--- config.mk ---
export PLATFORM = sky130hd
export DESIGN_NAME = dsp16_top
export DESIGN_NICKNAME = d
export VERILOG_FILES = /design/src/hdl/dsp16_pkg.sv /design/src/hdl/dsp16_branch_if.sv /design/src/hdl/dsp16_ctrl_if.sv /design/src/hdl/dsp16_decode.sv /design/src/hdl/dsp16_fetch.sv /design/src/hdl/dsp16_top.sv /design/src/hdl/dsp16_yaau.sv
export SDC_FILE = /design/constraint.sdc
export NUM_CORES = 1
export LEC_CHECK = 0
export BUFFER_PORTS_ARGS = -buffer_cell sky130_fd_sc_hd__clkbuf_2
export CAP_MARGIN = 20
export CORE_MARGIN = 1
export CORE_UTILIZATION = 40
export CTS_CLUSTER_DIAMETER = 80
export DETAILED_ROUTE_END_ITERATION = 6
export GPL_ROUTABILITY_DRIVEN = 0
export SLEW_MARGIN = 0
export SYNTH_ARGS = -nofsm -noshare
export SYNTH_HDL_FRONTEND = slang
export SYNTH_SLANG_ARGS = --single-unit
--- constraint.sdc ---
create_clock -name clk -period 5.6 [get_ports clk]
set_input_delay 0.84 -clock clk [delete_from_list [all_inputs] [get_ports clk]]
set_output_delay 0.84 -clock clk [all_outputs]
set_load 0.01 [all_outputs]
--- src/hdl/dsp16_pkg.sv ---
// DSP16 sequencer shared definitions
// Widths, T-field classes, register and post-modify codes, ROM word views
package dsp16_pkg;

    localparam int DATA_W = 16;  // Data and instruction word
    localparam int PC_W   = 12;  // Program address
    localparam int RAM_AW = 16;  // Data RAM address
    localparam int JA_W   = 10;  // Jump address field
    localparam int SIMM_W = 9;   // Short immediate field

    // T field classes, bit 0 is ignored for goto JA, short imm and call JA
    localparam logic [4:0] T_GOTO_JA   = 5'b00000;
    localparam logic [4:0] T_SHORT_IMM = 5'b00010;
    localparam logic [4:0] T_CALL_JA   = 5'b10000;
    localparam logic [4:0] T_GOTO_B    = 5'b11000;  // return through pr
    localparam logic [4:0] T_LONG_IMM  = 5'b01010;
    localparam logic [4:0] T_RAM_LOAD  = 5'b01111;  // R=Y
    localparam logic [4:0] T_RAM_STORE = 5'b01100;  // Y=R

    // YAAU register indices, 6 and 7 load nothing
    localparam logic [2:0] REG_R0 = 3'd0;
    localparam logic [2:0] REG_R1 = 3'd1;
    localparam logic [2:0] REG_R2 = 3'd2;
    localparam logic [2:0] REG_R3 = 3'd3;
    localparam logic [2:0] REG_J  = 3'd4;
    localparam logic [2:0] REG_K  = 3'd5;

    // Pointer post-modify
    localparam logic [1:0] PM_NONE   = 2'd0;  // *rN
    localparam logic [1:0] PM_INC    = 2'd1;  // *rN++
    localparam logic [1:0] PM_DEC    = 2'd2;  // *rN--
    localparam logic [1:0] PM_STEP_J = 2'd3;  // *rN++j

    typedef struct packed {
        logic [4:0]      t;
        logic            rsv;
        logic [JA_W-1:0] ja;
    } dsp16_jump_t;

    // Short immediate keeps its target at 11:9 and the value at 8:0
    typedef struct packed {
        logic [3:0] t_hi;
        logic [2:0] r_short;
        logic [1:0] rsv;
        logic [2:0] r_move;   // Long imm and RAM transfer target
        logic [1:0] y;
        logic [1:0] pm;
    } dsp16_move_t;

    typedef union packed {
        logic [DATA_W-1:0] word;
        dsp16_jump_t       jump;
        dsp16_move_t       move;
    } dsp16_instr_u;

endpackage

--- src/hdl/dsp16_branch_if.sv ---
// Branch controls from the decoder to the fetch stage
`timescale 1ns/1ns

interface dsp16_branch_if;
    import dsp16_pkg::*;

    logic            goto_ja;
    logic            call_ja;
    logic            goto_b;   // Return through pr
    logic            pc_halt;  // Hold pc for one cycle
    logic [PC_W-1:0] ja;       // Upper bits already cleared

    modport dec (
        output goto_ja, call_ja, goto_b, pc_halt, ja
    );

    modport fet (
        input goto_ja, call_ja, goto_b, pc_halt, ja
    );

endinterface

--- src/hdl/dsp16_ctrl_if.sv ---
// Load and store controls from the decoder to the Y address unit
`timescale 1ns/1ns

interface dsp16_ctrl_if;
    import dsp16_pkg::*;

    // One-cycle strobes
    logic              short_load;
    logic              long_load;
    logic              ram_load;
    logic              ram_store;

    // Fields registered with the strobes
    logic [2:0]        r_field;
    logic [1:0]        y_field;
    logic [1:0]        pm_sel;
    logic [SIMM_W-1:0] short_imm;
    logic [DATA_W-1:0] long_imm;  // Second word straight from the ROM

    modport dec (
        output short_load, long_load, ram_load, ram_store,
        output r_field, y_field, pm_sel, short_imm, long_imm
    );

    modport exe (
        input short_load, long_load, ram_load, ram_store,
        input r_field, y_field, pm_sel, short_imm, long_imm
    );

endinterface

--- src/hdl/dsp16_decode.sv ---
// DSP16 instruction decoder
// Turns ROM words into one-cycle strobes, tracks skipped words and RAM bubbles
`timescale 1ns/1ns

module dsp16_decode (
    input  logic                        clk,
    input  logic                        rst,
    input  logic                        cen,
    input  logic [dsp16_pkg::DATA_W-1:0] rom_dout,
    dsp16_branch_if.dec                 br,
    dsp16_ctrl_if.dec                   ctl,
    output logic                        fault
);
    import dsp16_pkg::*;

    dsp16_instr_u      instr;
    logic [4:0]        t_cls;       // T with the don't-care bit cleared
    logic [DATA_W-1:0] held_word;   // Word caught during a RAM bubble
    logic              use_held;
    logic              stall;
    logic              double;      // Next word is not an instruction
    logic              br_shadow;   // A branch leaves two words to drop

    assign instr        = use_held ? held_word : rom_dout;
    assign ctl.long_imm = rom_dout;  // Valid in the long_load cycle

    always_comb begin
        t_cls = instr.jump.t;
        if (t_cls[4:1] == T_GOTO_JA[4:1] ||
            t_cls[4:1] == T_SHORT_IMM[4:1] ||
            t_cls[4:1] == T_CALL_JA[4:1]) begin
            t_cls[0] = 1'b0;
        end
    end

    always_ff @(posedge clk or posedge rst) begin
        if (rst) begin
            br.goto_ja     <= 1'b0;
            br.call_ja     <= 1'b0;
            br.goto_b      <= 1'b0;
            br.pc_halt     <= 1'b0;
            ctl.short_load <= 1'b0;
            ctl.long_load  <= 1'b0;
            ctl.ram_load   <= 1'b0;
            ctl.ram_store  <= 1'b0;
            double         <= 1'b0;
            br_shadow      <= 1'b0;
            stall          <= 1'b0;
            use_held       <= 1'b0;
            fault          <= 1'b0;
        end else if (cen) begin
            // Every strobe lasts one enabled cycle
            br.goto_ja     <= 1'b0;
            br.call_ja     <= 1'b0;
            br.goto_b      <= 1'b0;
            br.pc_halt     <= 1'b0;
            ctl.short_load <= 1'b0;
            ctl.long_load  <= 1'b0;
            ctl.ram_load   <= 1'b0;
            ctl.ram_store  <= 1'b0;
            double         <= 1'b0;
            br_shadow      <= 1'b0;
            stall          <= 1'b0;
            use_held       <= stall;  // Replay after the bubble

            if (double) begin
                double <= br_shadow;  // Second word behind a branch
            end else if (!stall) begin
                case (t_cls)
                    T_GOTO_JA: begin
                        br.goto_ja <= 1'b1;
                        double     <= 1'b1;
                        br_shadow  <= 1'b1;
                    end
                    T_CALL_JA: begin
                        br.call_ja <= 1'b1;
                        double     <= 1'b1;
                        br_shadow  <= 1'b1;
                    end
                    T_GOTO_B: begin
                        br.goto_b <= 1'b1;
                        double    <= 1'b1;
                        br_shadow <= 1'b1;
                    end
                    T_SHORT_IMM: begin
                        ctl.short_load <= 1'b1;
                    end
                    T_LONG_IMM: begin
                        ctl.long_load <= 1'b1;
                        double        <= 1'b1;  // Next word is the value
                    end
                    T_RAM_LOAD: begin
                        ctl.ram_load <= 1'b1;
                        br.pc_halt   <= 1'b1;
                        stall        <= 1'b1;
                    end
                    T_RAM_STORE: begin
                        ctl.ram_store <= 1'b1;
                        br.pc_halt    <= 1'b1;
                        stall         <= 1'b1;
                    end
                    default: begin
                        fault <= 1'b1;  // Undefined T runs as a no-op
                    end
                endcase
            end
        end
    end

    // Fields follow every word, only the strobes say when they count
    always_ff @(posedge clk) begin
        if (cen) begin
            br.ja         <= PC_W'(instr.jump.ja);
            ctl.y_field   <= instr.move.y;
            ctl.pm_sel    <= instr.move.pm;
            ctl.short_imm <= instr.word[SIMM_W-1:0];
            if (t_cls == T_SHORT_IMM) begin
                ctl.r_field <= instr.move.r_short;
            end else begin
                ctl.r_field <= instr.move.r_move;
            end
            if (stall) begin
                held_word <= rom_dout;
            end
        end
    end

endmodule

--- src/hdl/dsp16_fetch.sv ---
// DSP16 fetch stage
// Program counter, one-deep return register and branch selection
`timescale 1ns/1ns

module dsp16_fetch (
    input  logic                      clk,
    input  logic                      rst,
    input  logic                      cen,
    dsp16_branch_if.fet               br,
    output logic [dsp16_pkg::PC_W-1:0] rom_addr
);
    import dsp16_pkg::*;

    logic [PC_W-1:0] pc;
    logic [PC_W-1:0] pr;
    logic [PC_W-1:0] pc_next;
    logic [PC_W-1:0] ret_addr;

    // Strobes arrive two words after the branch was fetched
    assign ret_addr = pc - PC_W'(1);

    always_comb begin
        if (br.goto_b) begin
            pc_next = pr;               // return
        end else if (br.goto_ja || br.call_ja) begin
            pc_next = br.ja;
        end else if (br.pc_halt) begin
            pc_next = pc;               // RAM transfer bubble
        end else begin
            pc_next = pc + PC_W'(1);
        end
    end

    always_ff @(posedge clk or posedge rst) begin
        if (rst) begin
            pc <= '0;
        end else if (cen) begin
            pc <= pc_next;
        end
    end

    // Only one level of subroutine is kept
    always_ff @(posedge clk or posedge rst) begin
        if (rst) begin
            pr <= '0;
        end else if (cen && br.call_ja) begin
            pr <= ret_addr;  // Address of the call plus one
        end
    end

    assign rom_addr = pc;

endmodule

--- src/hdl/dsp16_top.sv ---
// DSP16 sequencer top
// Fetch, decode and Y address unit on plain ROM and RAM ports
`timescale 1ns/1ns

module dsp16_top (
    input  logic                         clk,
    input  logic                         rst,
    input  logic                         cen,   // Freezes the pipeline when low
    // Program ROM, one cycle latency
    output logic [dsp16_pkg::PC_W-1:0]   rom_addr,
    input  logic [dsp16_pkg::DATA_W-1:0] rom_dout,
    // Data RAM
    output logic [dsp16_pkg::RAM_AW-1:0] ram_addr,
    output logic [dsp16_pkg::DATA_W-1:0] ram_wdata,
    output logic                         ram_we,
    output logic                         ram_rd,
    input  logic [dsp16_pkg::DATA_W-1:0] ram_rdata,
    output logic                         fault
);

    dsp16_branch_if br_if ();
    dsp16_ctrl_if   ctl_if ();

    dsp16_fetch i_fetch (
        .clk      (clk),
        .rst      (rst),
        .cen      (cen),
        .br       (br_if),
        .rom_addr (rom_addr)
    );

    dsp16_decode i_decode (
        .clk      (clk),
        .rst      (rst),
        .cen      (cen),
        .rom_dout (rom_dout),
        .br       (br_if),
        .ctl      (ctl_if),
        .fault    (fault)
    );

    dsp16_yaau i_yaau (
        .clk       (clk),
        .rst       (rst),
        .cen       (cen),
        .ctl       (ctl_if),
        .ram_addr  (ram_addr),
        .ram_wdata (ram_wdata),
        .ram_we    (ram_we),
        .ram_rd    (ram_rd),
        .ram_rdata (ram_rdata)
    );

endmodule

--- src/hdl/dsp16_yaau.sv ---
// DSP16 Y address unit
// Pointers r0-r3, steps j and k, data RAM drive and post-modify
`timescale 1ns/1ns

module dsp16_yaau (
    input  logic                         clk,
    input  logic                         rst,
    input  logic                         cen,
    dsp16_ctrl_if.exe                    ctl,
    output logic [dsp16_pkg::RAM_AW-1:0] ram_addr,
    output logic [dsp16_pkg::DATA_W-1:0] ram_wdata,
    output logic                         ram_we,
    output logic                         ram_rd,
    input  logic [dsp16_pkg::DATA_W-1:0] ram_rdata
);
    import dsp16_pkg::*;

    logic [DATA_W-1:0] ptr [4];
    logic [DATA_W-1:0] j;
    logic [DATA_W-1:0] k;
    logic [DATA_W-1:0] step;
    logic [DATA_W-1:0] ptr_next;
    logic              ld_pend;    // RAM data due this cycle
    logic [2:0]        ld_reg;
    logic              wr_en;
    logic [2:0]        wr_idx;
    logic [DATA_W-1:0] wr_val;

    always_comb begin
        case (ctl.pm_sel)
            PM_NONE:   step = '0;
            PM_INC:    step = DATA_W'(1);
            PM_DEC:    step = '1;
            PM_STEP_J: step = j;
        endcase
        ptr_next = ptr[ctl.y_field] + step;  // wraps at 16 bits
    end

    // Source register for a store
    always_comb begin
        case (ctl.r_field)
            REG_R0, REG_R1, REG_R2, REG_R3: ram_wdata = ptr[ctl.r_field[1:0]];
            REG_J:   ram_wdata = j;
            REG_K:   ram_wdata = k;
            default: ram_wdata = '0;
        endcase
    end

    assign ram_addr = RAM_AW'(ptr[ctl.y_field]);
    assign ram_we   = cen & ctl.ram_store;
    assign ram_rd   = cen & ctl.ram_load;

    // The three register write sources never overlap in time
    always_comb begin
        wr_en  = 1'b1;
        wr_idx = ctl.r_field;
        wr_val = '0;
        if (ld_pend) begin
            wr_idx = ld_reg;
            wr_val = ram_rdata;
        end else if (ctl.short_load) begin
            wr_val = {{(DATA_W-SIMM_W){ctl.short_imm[SIMM_W-1]}}, ctl.short_imm};
        end else if (ctl.long_load) begin
            wr_val = ctl.long_imm;
        end else begin
            wr_en = 1'b0;
        end
    end

    always_ff @(posedge clk or posedge rst) begin
        if (rst) begin
            ptr     <= '{default: '0};
            j       <= '0;
            k       <= '0;
            ld_pend <= 1'b0;
        end else if (cen) begin
            ld_pend <= ctl.ram_load;
            if (ctl.ram_load || ctl.ram_store) begin
                ptr[ctl.y_field] <= ptr_next;
            end
            if (wr_en) begin
                case (wr_idx)
                    REG_R0, REG_R1, REG_R2, REG_R3: ptr[wr_idx[1:0]] <= wr_val;
                    REG_J:   j <= wr_val;
                    REG_K:   k <= wr_val;
                    default: ;  // 6 and 7 are dropped
                endcase
            end
        end
    end

    always_ff @(posedge clk) begin
        if (cen && ctl.ram_load) begin
            ld_reg <= ctl.r_field;
        end
    end

endmodule

==> results_dict.tcl, run 1 <==
set metrics [dict create \
    status "completed" \
    post_cts_buffers 0 \
    clk_latency_ns 0.44 \
    numPlacedInstances 1258 \
    finalHoldViolations 0 \
    worstReg2RegStart "i_decode.ctl.short_imm[2]" \
    initial_utilization 0.408 \
    synth.distinct_cells 68 \
    ios 82 \
    antenna_found_initial 0 \
    synth-main-ff-cell "dfrtp_1" \
    ir_drop_mv 0.202 \
    row_count 56 \
    drc 0 \
    register_area_sq_um 4290 \
    io_buffers 81 \
    track_usage 0.248 \
    die_area_sq_um 24600 \
    drive_above_1_share 0.232 \
    netlist.area_leader.share 0.346 \
    ff2ff_path_depth 9 \
    power.density_nw_per_um2 418 \
    crit_path_end_kind "register" \
    path_delay_family "compound AO/OA/AOI/OAI gates" \
    place_ws_ns 1.83 \
    setup.worst_path.class "register to register" \
    grt_pass1_vias 7649 \
    clk_path_buf_depth 2 \
    fin_util 0.461 \
    cp-start-kind "register" \
    final_area_sq_um 10800 \
    setup-tns-final_ns 0 \
    p_leak_nw 4.46 \
    cts_resized 0 \
    holdPathStages 2 \
    synth_async_sr_flop_share 0.806 \
    cp_data_arrival_time_ns 4.07 \
    drt_wl_total_mm 29.2 \
    crit_path_start "i_decode.ctl.short_imm[2]" \
    die_w_um 157 \
    syn_nets 956 \
    p_total_mw 4.53 \
    cts_tree "done" \
    yosysSeqAreaShare 0.447 \
    fin_skew_ns 0.0117 \
    synth-seq-cells 165 \
    dpl.hpwl_mm 20.1 \
    period_minus_slack_ns 3.77 \
    synth-compound-area-share 0.216 \
    syn2layout_area_growth_pct 12.9 \
    die_height_um 157 \
    placed_cell_area_sq_um 10300 \
    instances_no_fill 1292 \
    max-slew-margin-rel 0.223 \
    critPathBufInv 0 \
    grt_remaining_overflow 0 \
    layout.nets 1013 \
    synth_top_cell_by_area "dfrtp_1" \
    finalCritPeriodShare 0.673 \
    first_pass_iters 5 \
    hold_ws_ns 0.479 \
    viasPerCell 6.03 \
    cts_buffers 17 \
    fin_ws_ns 1.83 \
    n_fill_cell 2230 \
    ant_nets 0 \
    synth-simple-area-share 0.0985 \
    core_area_sq_um 23500 \
    max-cap-violations 0 \
    clock-root-buffer "clkbuf_16" \
    vias 7789 \
    cpPeakStageDelay_ns 0.78 \
    ys_top_cells_by_area "dfrtp_1 35%, edfxtp_1 10%, mux4_2 7.5%, mux2_2 4.2%, o21ai_0 3.8%" \
    synth_top_family_by_area "compound AO/OA/AOI/OAI gates" \
    regToRegEndpoint "i_yaau.ptr[46]" \
    hold_start "i_yaau.k[6]" \
    avgSynthCellArea_sq_um 10.6 \
    largest_register_ff_count 64 \
    mappedNetlistArea_sq_um 9610 \
    wl_per_cell_um 22.6 \
    multiInputGateArea_sq_um 4920 \
    synthAdderAreaFrac 0.0242 \
    worst_pin_slew_ns 1.16 \
    slew_viol_final 0 \
    cp_max_fo 10 \
    drtIter0Drc 611 \
    cts_hold_buffers 0 \
    ys_warn_count 0 \
    crit_chain "mux4_2 > ha_1 > fa_1 > a21o_1 > a221oi_2 > o21ai_0 > a41oi_1 > xor2_1 > o21ai_0" \
    synth_edf_count 32 \
    whs_endpoint "i_yaau.k[6]" \
    clkTransAtPathRegs_ns 0.07 \
    setup_viol 0 \
    rsz0062_at_grt "false" \
    synth_xor_area_frac 0.0301 \
    grt_pass1_wl_mm 45.6 \
    path_common_cell "o21ai_0" \
    hold_path.class "register to register" \
    h-tree-depth 4 \
    synth.area.mux_share 0.143 \
    antenna_cells 0 \
    fmax_mhz 265 \
    critPathSlowestCell "edfxtp_1" \
    cts_sinks 165 \
    grt_max_degree 90 \
    netlist_instances 903 \
    cp.required_ns 5.90 \
    regMostFlops "i_yaau.ptr" \
    reg2reg_slack_ns 1.83 \
]
==> synthesized netlist by cell type, drive strengths merged, types with 8 or more instances <==
master / count
mux4: 32
o21a: 18
a21o: 10
clkbuf: 34
a211oi: 18
or3: 8
xnor2: 20
o22ai: 37
a32oi: 26
nor3: 23
a22oi: 13
mux2i: 23
ha: 17
mux2: 36
nand2: 53
inv: 30
buf: 28
o21ai: 81
a22o: 15
a21oi: 60
nor2: 74
edfxtp: 32
dfrtp: 133
xor2: 13
==> where the power goes <==
part           switching (mW)  leakage (nW)  internal (mW)
Combinational           0.841          2.16          0.726
Clock                   0.528         0.273          0.624
Sequential              0.293          2.02           1.52
==> layer usage <==
layer	vias to the layer above	GRT usage	wire, um
met5	-	0	0
met4	0	0.0766	588
met3	46	0.0435	2210
met2	350	0.398	13700
met1	3846	0.339	12800
li1	3547	-	-
==> logic make-up (layout without fill, tap and decap cells) <==
group | after synthesis | in the layout
compound gates | 311 | 311
simple gates | 193 | 193
flops | 165 | 165
buf+inv | 92 | 162
mux | 91 | 91
xor+xnor | 33 | 33
fa+ha+maj | 18 | 18
==> cells in the final DEF, fill, tap and decap left out, types with 10 or more instances in the layout <==
cell type / count
a22oi_1: 13
mux2i_1: 21
a211oi_1: 16
inv_1: 29
xor2_1: 13
a22o_1: 15
clkbuf_2: 81
a32oi_1: 26
mux4_2: 32
a21o_1: 10
nor3_1: 18
buf_4: 17
edfxtp_1: 32
a21oi_1: 59
ha_1: 17
o21ai_0: 72
dfrtp_1: 133
nand2_1: 51
o22ai_1: 37
mux2_2: 36
nor2_1: 73
o21a_1: 18
clkbuf_16: 18
xnor2_1: 20
==> worst min-delay path, cell delays in order (launching register included) <==
cell and delay, ns:
dfrtp_1 0.34, nand2_1 0.05, o21ai_0 0.06
==> layout make-up <==
class,count,share of cell area
inverters,30,0.0108
multi-input cells,646,0.453
clock buffers,20,0.0441
clock inverters,12,0.00842
well taps,319,0.0368
repair buffers,100,0.0511
flip-flops and latches,165,0.395
==> worst max path at each step <==
stage	to	slack, ns	depth (start not counted)
finish	i_yaau.ptr[46]	1.83	9
global route	i_yaau.ptr[62]	1.53	9
CTS	i_yaau.ptr[46]	1.80	9
detailed placement	i_yaau.ptr[46]	1.83	9
global placement	i_yaau.ptr[44]	1.89	9
floorplan	i_decode.br.call_ja	1.21	1
Note: power is estimated with default switching activity, not from simulation.
==> run 2: changes to the inputs <==
clock period = 3 ns   (was 5.6 ns; I/O delays follow)
==> results_dict.tcl, run 2 (synthesis results as in run 1) <==
set metrics [dict create \
    cts_hold_buffers 0 \
    violations "setup timing" \
    power_frac_seq 0.365 \
    p_int_mw 5.83 \
    period_minus_slack_ns 3.10 \
    finalHoldViolations 0 \
    finalCritPeriodShare 1.03 \
    largest_register_ff_count 64 \
    cp.required_ns 3.31 \
    wl_per_cell_um 21.6 \
    worst_pin_slew_ns 1.19 \
    slew_viol_final 0 \
    regToRegEndpoint "i_yaau.ptr[28]" \
    p_comb_frac 0.397 \
    fin_util 0.498 \
    viasPerCell 5.94 \
    instances_no_fill 1367 \
    track_usage 0.249 \
    fmax_mhz 323 \
    hold_path.class "input port to async pin" \
    clkTransAtPathRegs_ns 0.07 \
    first_pass_iters 5 \
    fin_ws_ns -0.0988 \
    grt_max_degree 68 \
    endpoint "i_yaau.ptr[28]" \
    die_area_sq_um 24600 \
    max-slew-margin-rel 0.203 \
    fin_skew_ns 0.0103 \
    switchingPower_mw 3.39 \
    p_sw_frac 0.368 \
    final_area_sq_um 11700 \
    syn2layout_area_growth_pct 22.0 \
    drt_wl_total_mm 29.6 \
    placed_cell_area_sq_um 10900 \
    setup-tns-final_ns -0.655 \
    vias 8117 \
    ant_nets 0 \
    hold_ws_ns 0.0433 \
    clk_path_buf_depth 2 \
    grt_remaining_overflow 0 \
    die_height_um 157 \
    max-cap-violations 0 \
    ff2ff_path_depth 10 \
    ir_drop_mv 0.399 \
    initial_utilization 0.408 \
    rsz0062_at_grt "true" \
    most-common-layout-cells "133 x dfrtp_1, 86 x buf_4, 81 x clkbuf_2, 71 x nor2_1, 59 x o21ai_0" \
    antenna_found_initial 0 \
    setup_viol 9 \
    drive_above_1_share 0.314 \
    drtIter0Drc 706 \
    cts_tree "done" \
    h-tree-depth 4 \
    layout.nets 1088 \
    cts_buffers 17 \
    reg2reg_slack_ns -0.1 \
    cp-start-kind "register" \
    cp_data_arrival_time_ns 3.41 \
    regMostFlops "i_yaau.ptr" \
    p_leak_nw 4.88 \
    power.density_nw_per_um2 787 \
    dpl.hpwl_mm 21.1 \
    grt_pass1_vias 7818 \
    io_buffers 81 \
    ios 82 \
    crit_path_end_kind "register" \
    core_area_sq_um 23500 \
    grt_pass1_wl_mm 45.6 \
    clock-root-buffer "clkbuf_16" \
    numPlacedInstances 1328 \
    die_w_um 157 \
    worstReg2RegStart "i_decode.ctl.short_imm[2]" \
    layout_commonest_cell "dfrtp_1" \
    crit_path_start "i_decode.ctl.short_imm[2]" \
    row_count 56 \
    power.share.clock 0.238 \
    cts_sinks 165 \
    setup.worst_path.class "register to register" \
    status "complete, but fails checks" \
    clk_latency_ns 0.43 \
    cp_max_fo 4 \
    drc 0 \
    antenna_cells 0 \
]
run 2: cell count changes in the layout (fill, tap and decap cells not counted), moves of 5 or more:
cell	before	now
buf_12	0	6
buf_4	17	86
ha_1	17	10
ha_4	0	5
o21ai_0	72	59
o21ai_1	7	17
xor2_1	13	5
xor2_2	0	7
run 2: how the worst min path moves through the flow:
stage                     depth (start not counted)  slack [ns]                    start                   to
after floorplan                                   0        0.42  i_decode.ctl.r_field[0]     i_yaau.ld_reg[0]
after global placement                            2        0.46              i_yaau.k[4]          i_yaau.k[4]
after detailed placement                          1        0.47           i_decode.fault       i_decode.fault
after CTS                                         2        0.05                      rst  i_decode.br.call_ja
after global routing                              2        0.08                      rst  i_decode.br.call_ja
final                                             2        0.04                      rst       i_yaau.ptr[33]
run 2: power by group through the flow:
stage	Sequential (mW)	Combinational, mW	Clock (mW)
2_1_floorplan	3.22	2.25	0
3_3_place_gp	3.38	3.35	0
3_5_place_dp	3.39	3.38	0
4_1_cts	3.35	3.50	2.23
5_1_grt	3.44	3.97	2.31
6_report	3.36	3.66	2.20
run 2: layout make-up:
class,instances,area [sq um]
flip-flops and latches,165,4290
repair buffers,175,1190
multi-input cells,646,5150
fillers,2213,11800
inverters,30,116
clock buffers,19,433
well taps,319,399
clock inverters,13,138
run 2: timing repair:
action | in CTS | in global routing
setup endpoints to repair | 21 | 40
pin swaps | 8 | 13
gates resized for setup | 20 | 24
setup buffers | 5 | 2
run 2: metal layers:
metal | global-route usage | routed length, um
met1 | 0.357 | 13400
met3 | 0.0358 | 1850
met2 | 0.387 | 13800
met5 | 0 | 0
met4 | 0.0756 | 546
run 2: through the flow:
stage               setup slack, ns  total power, mW
floorplan                    -0.125             5.47
global placement             -0.185             6.73
detailed placement           -0.226             6.77
CTS                         -0.0646             9.08
global route                 -0.203             9.72
finish                      -0.0988             9.22
run 2: worst max-delay path, cell delays in order, from the launching register on:
cell,delay [ns]
edfxtp_1,0.47
buf_6,0.16
mux4_2,0.56
fa_2,0.42
a21o_1,0.21
a221oi_2,0.23
buf_4,0.17
o21ai_4,0.07
a221oi_4,0.29
xor2_2,0.29
a211oi_2,0.11
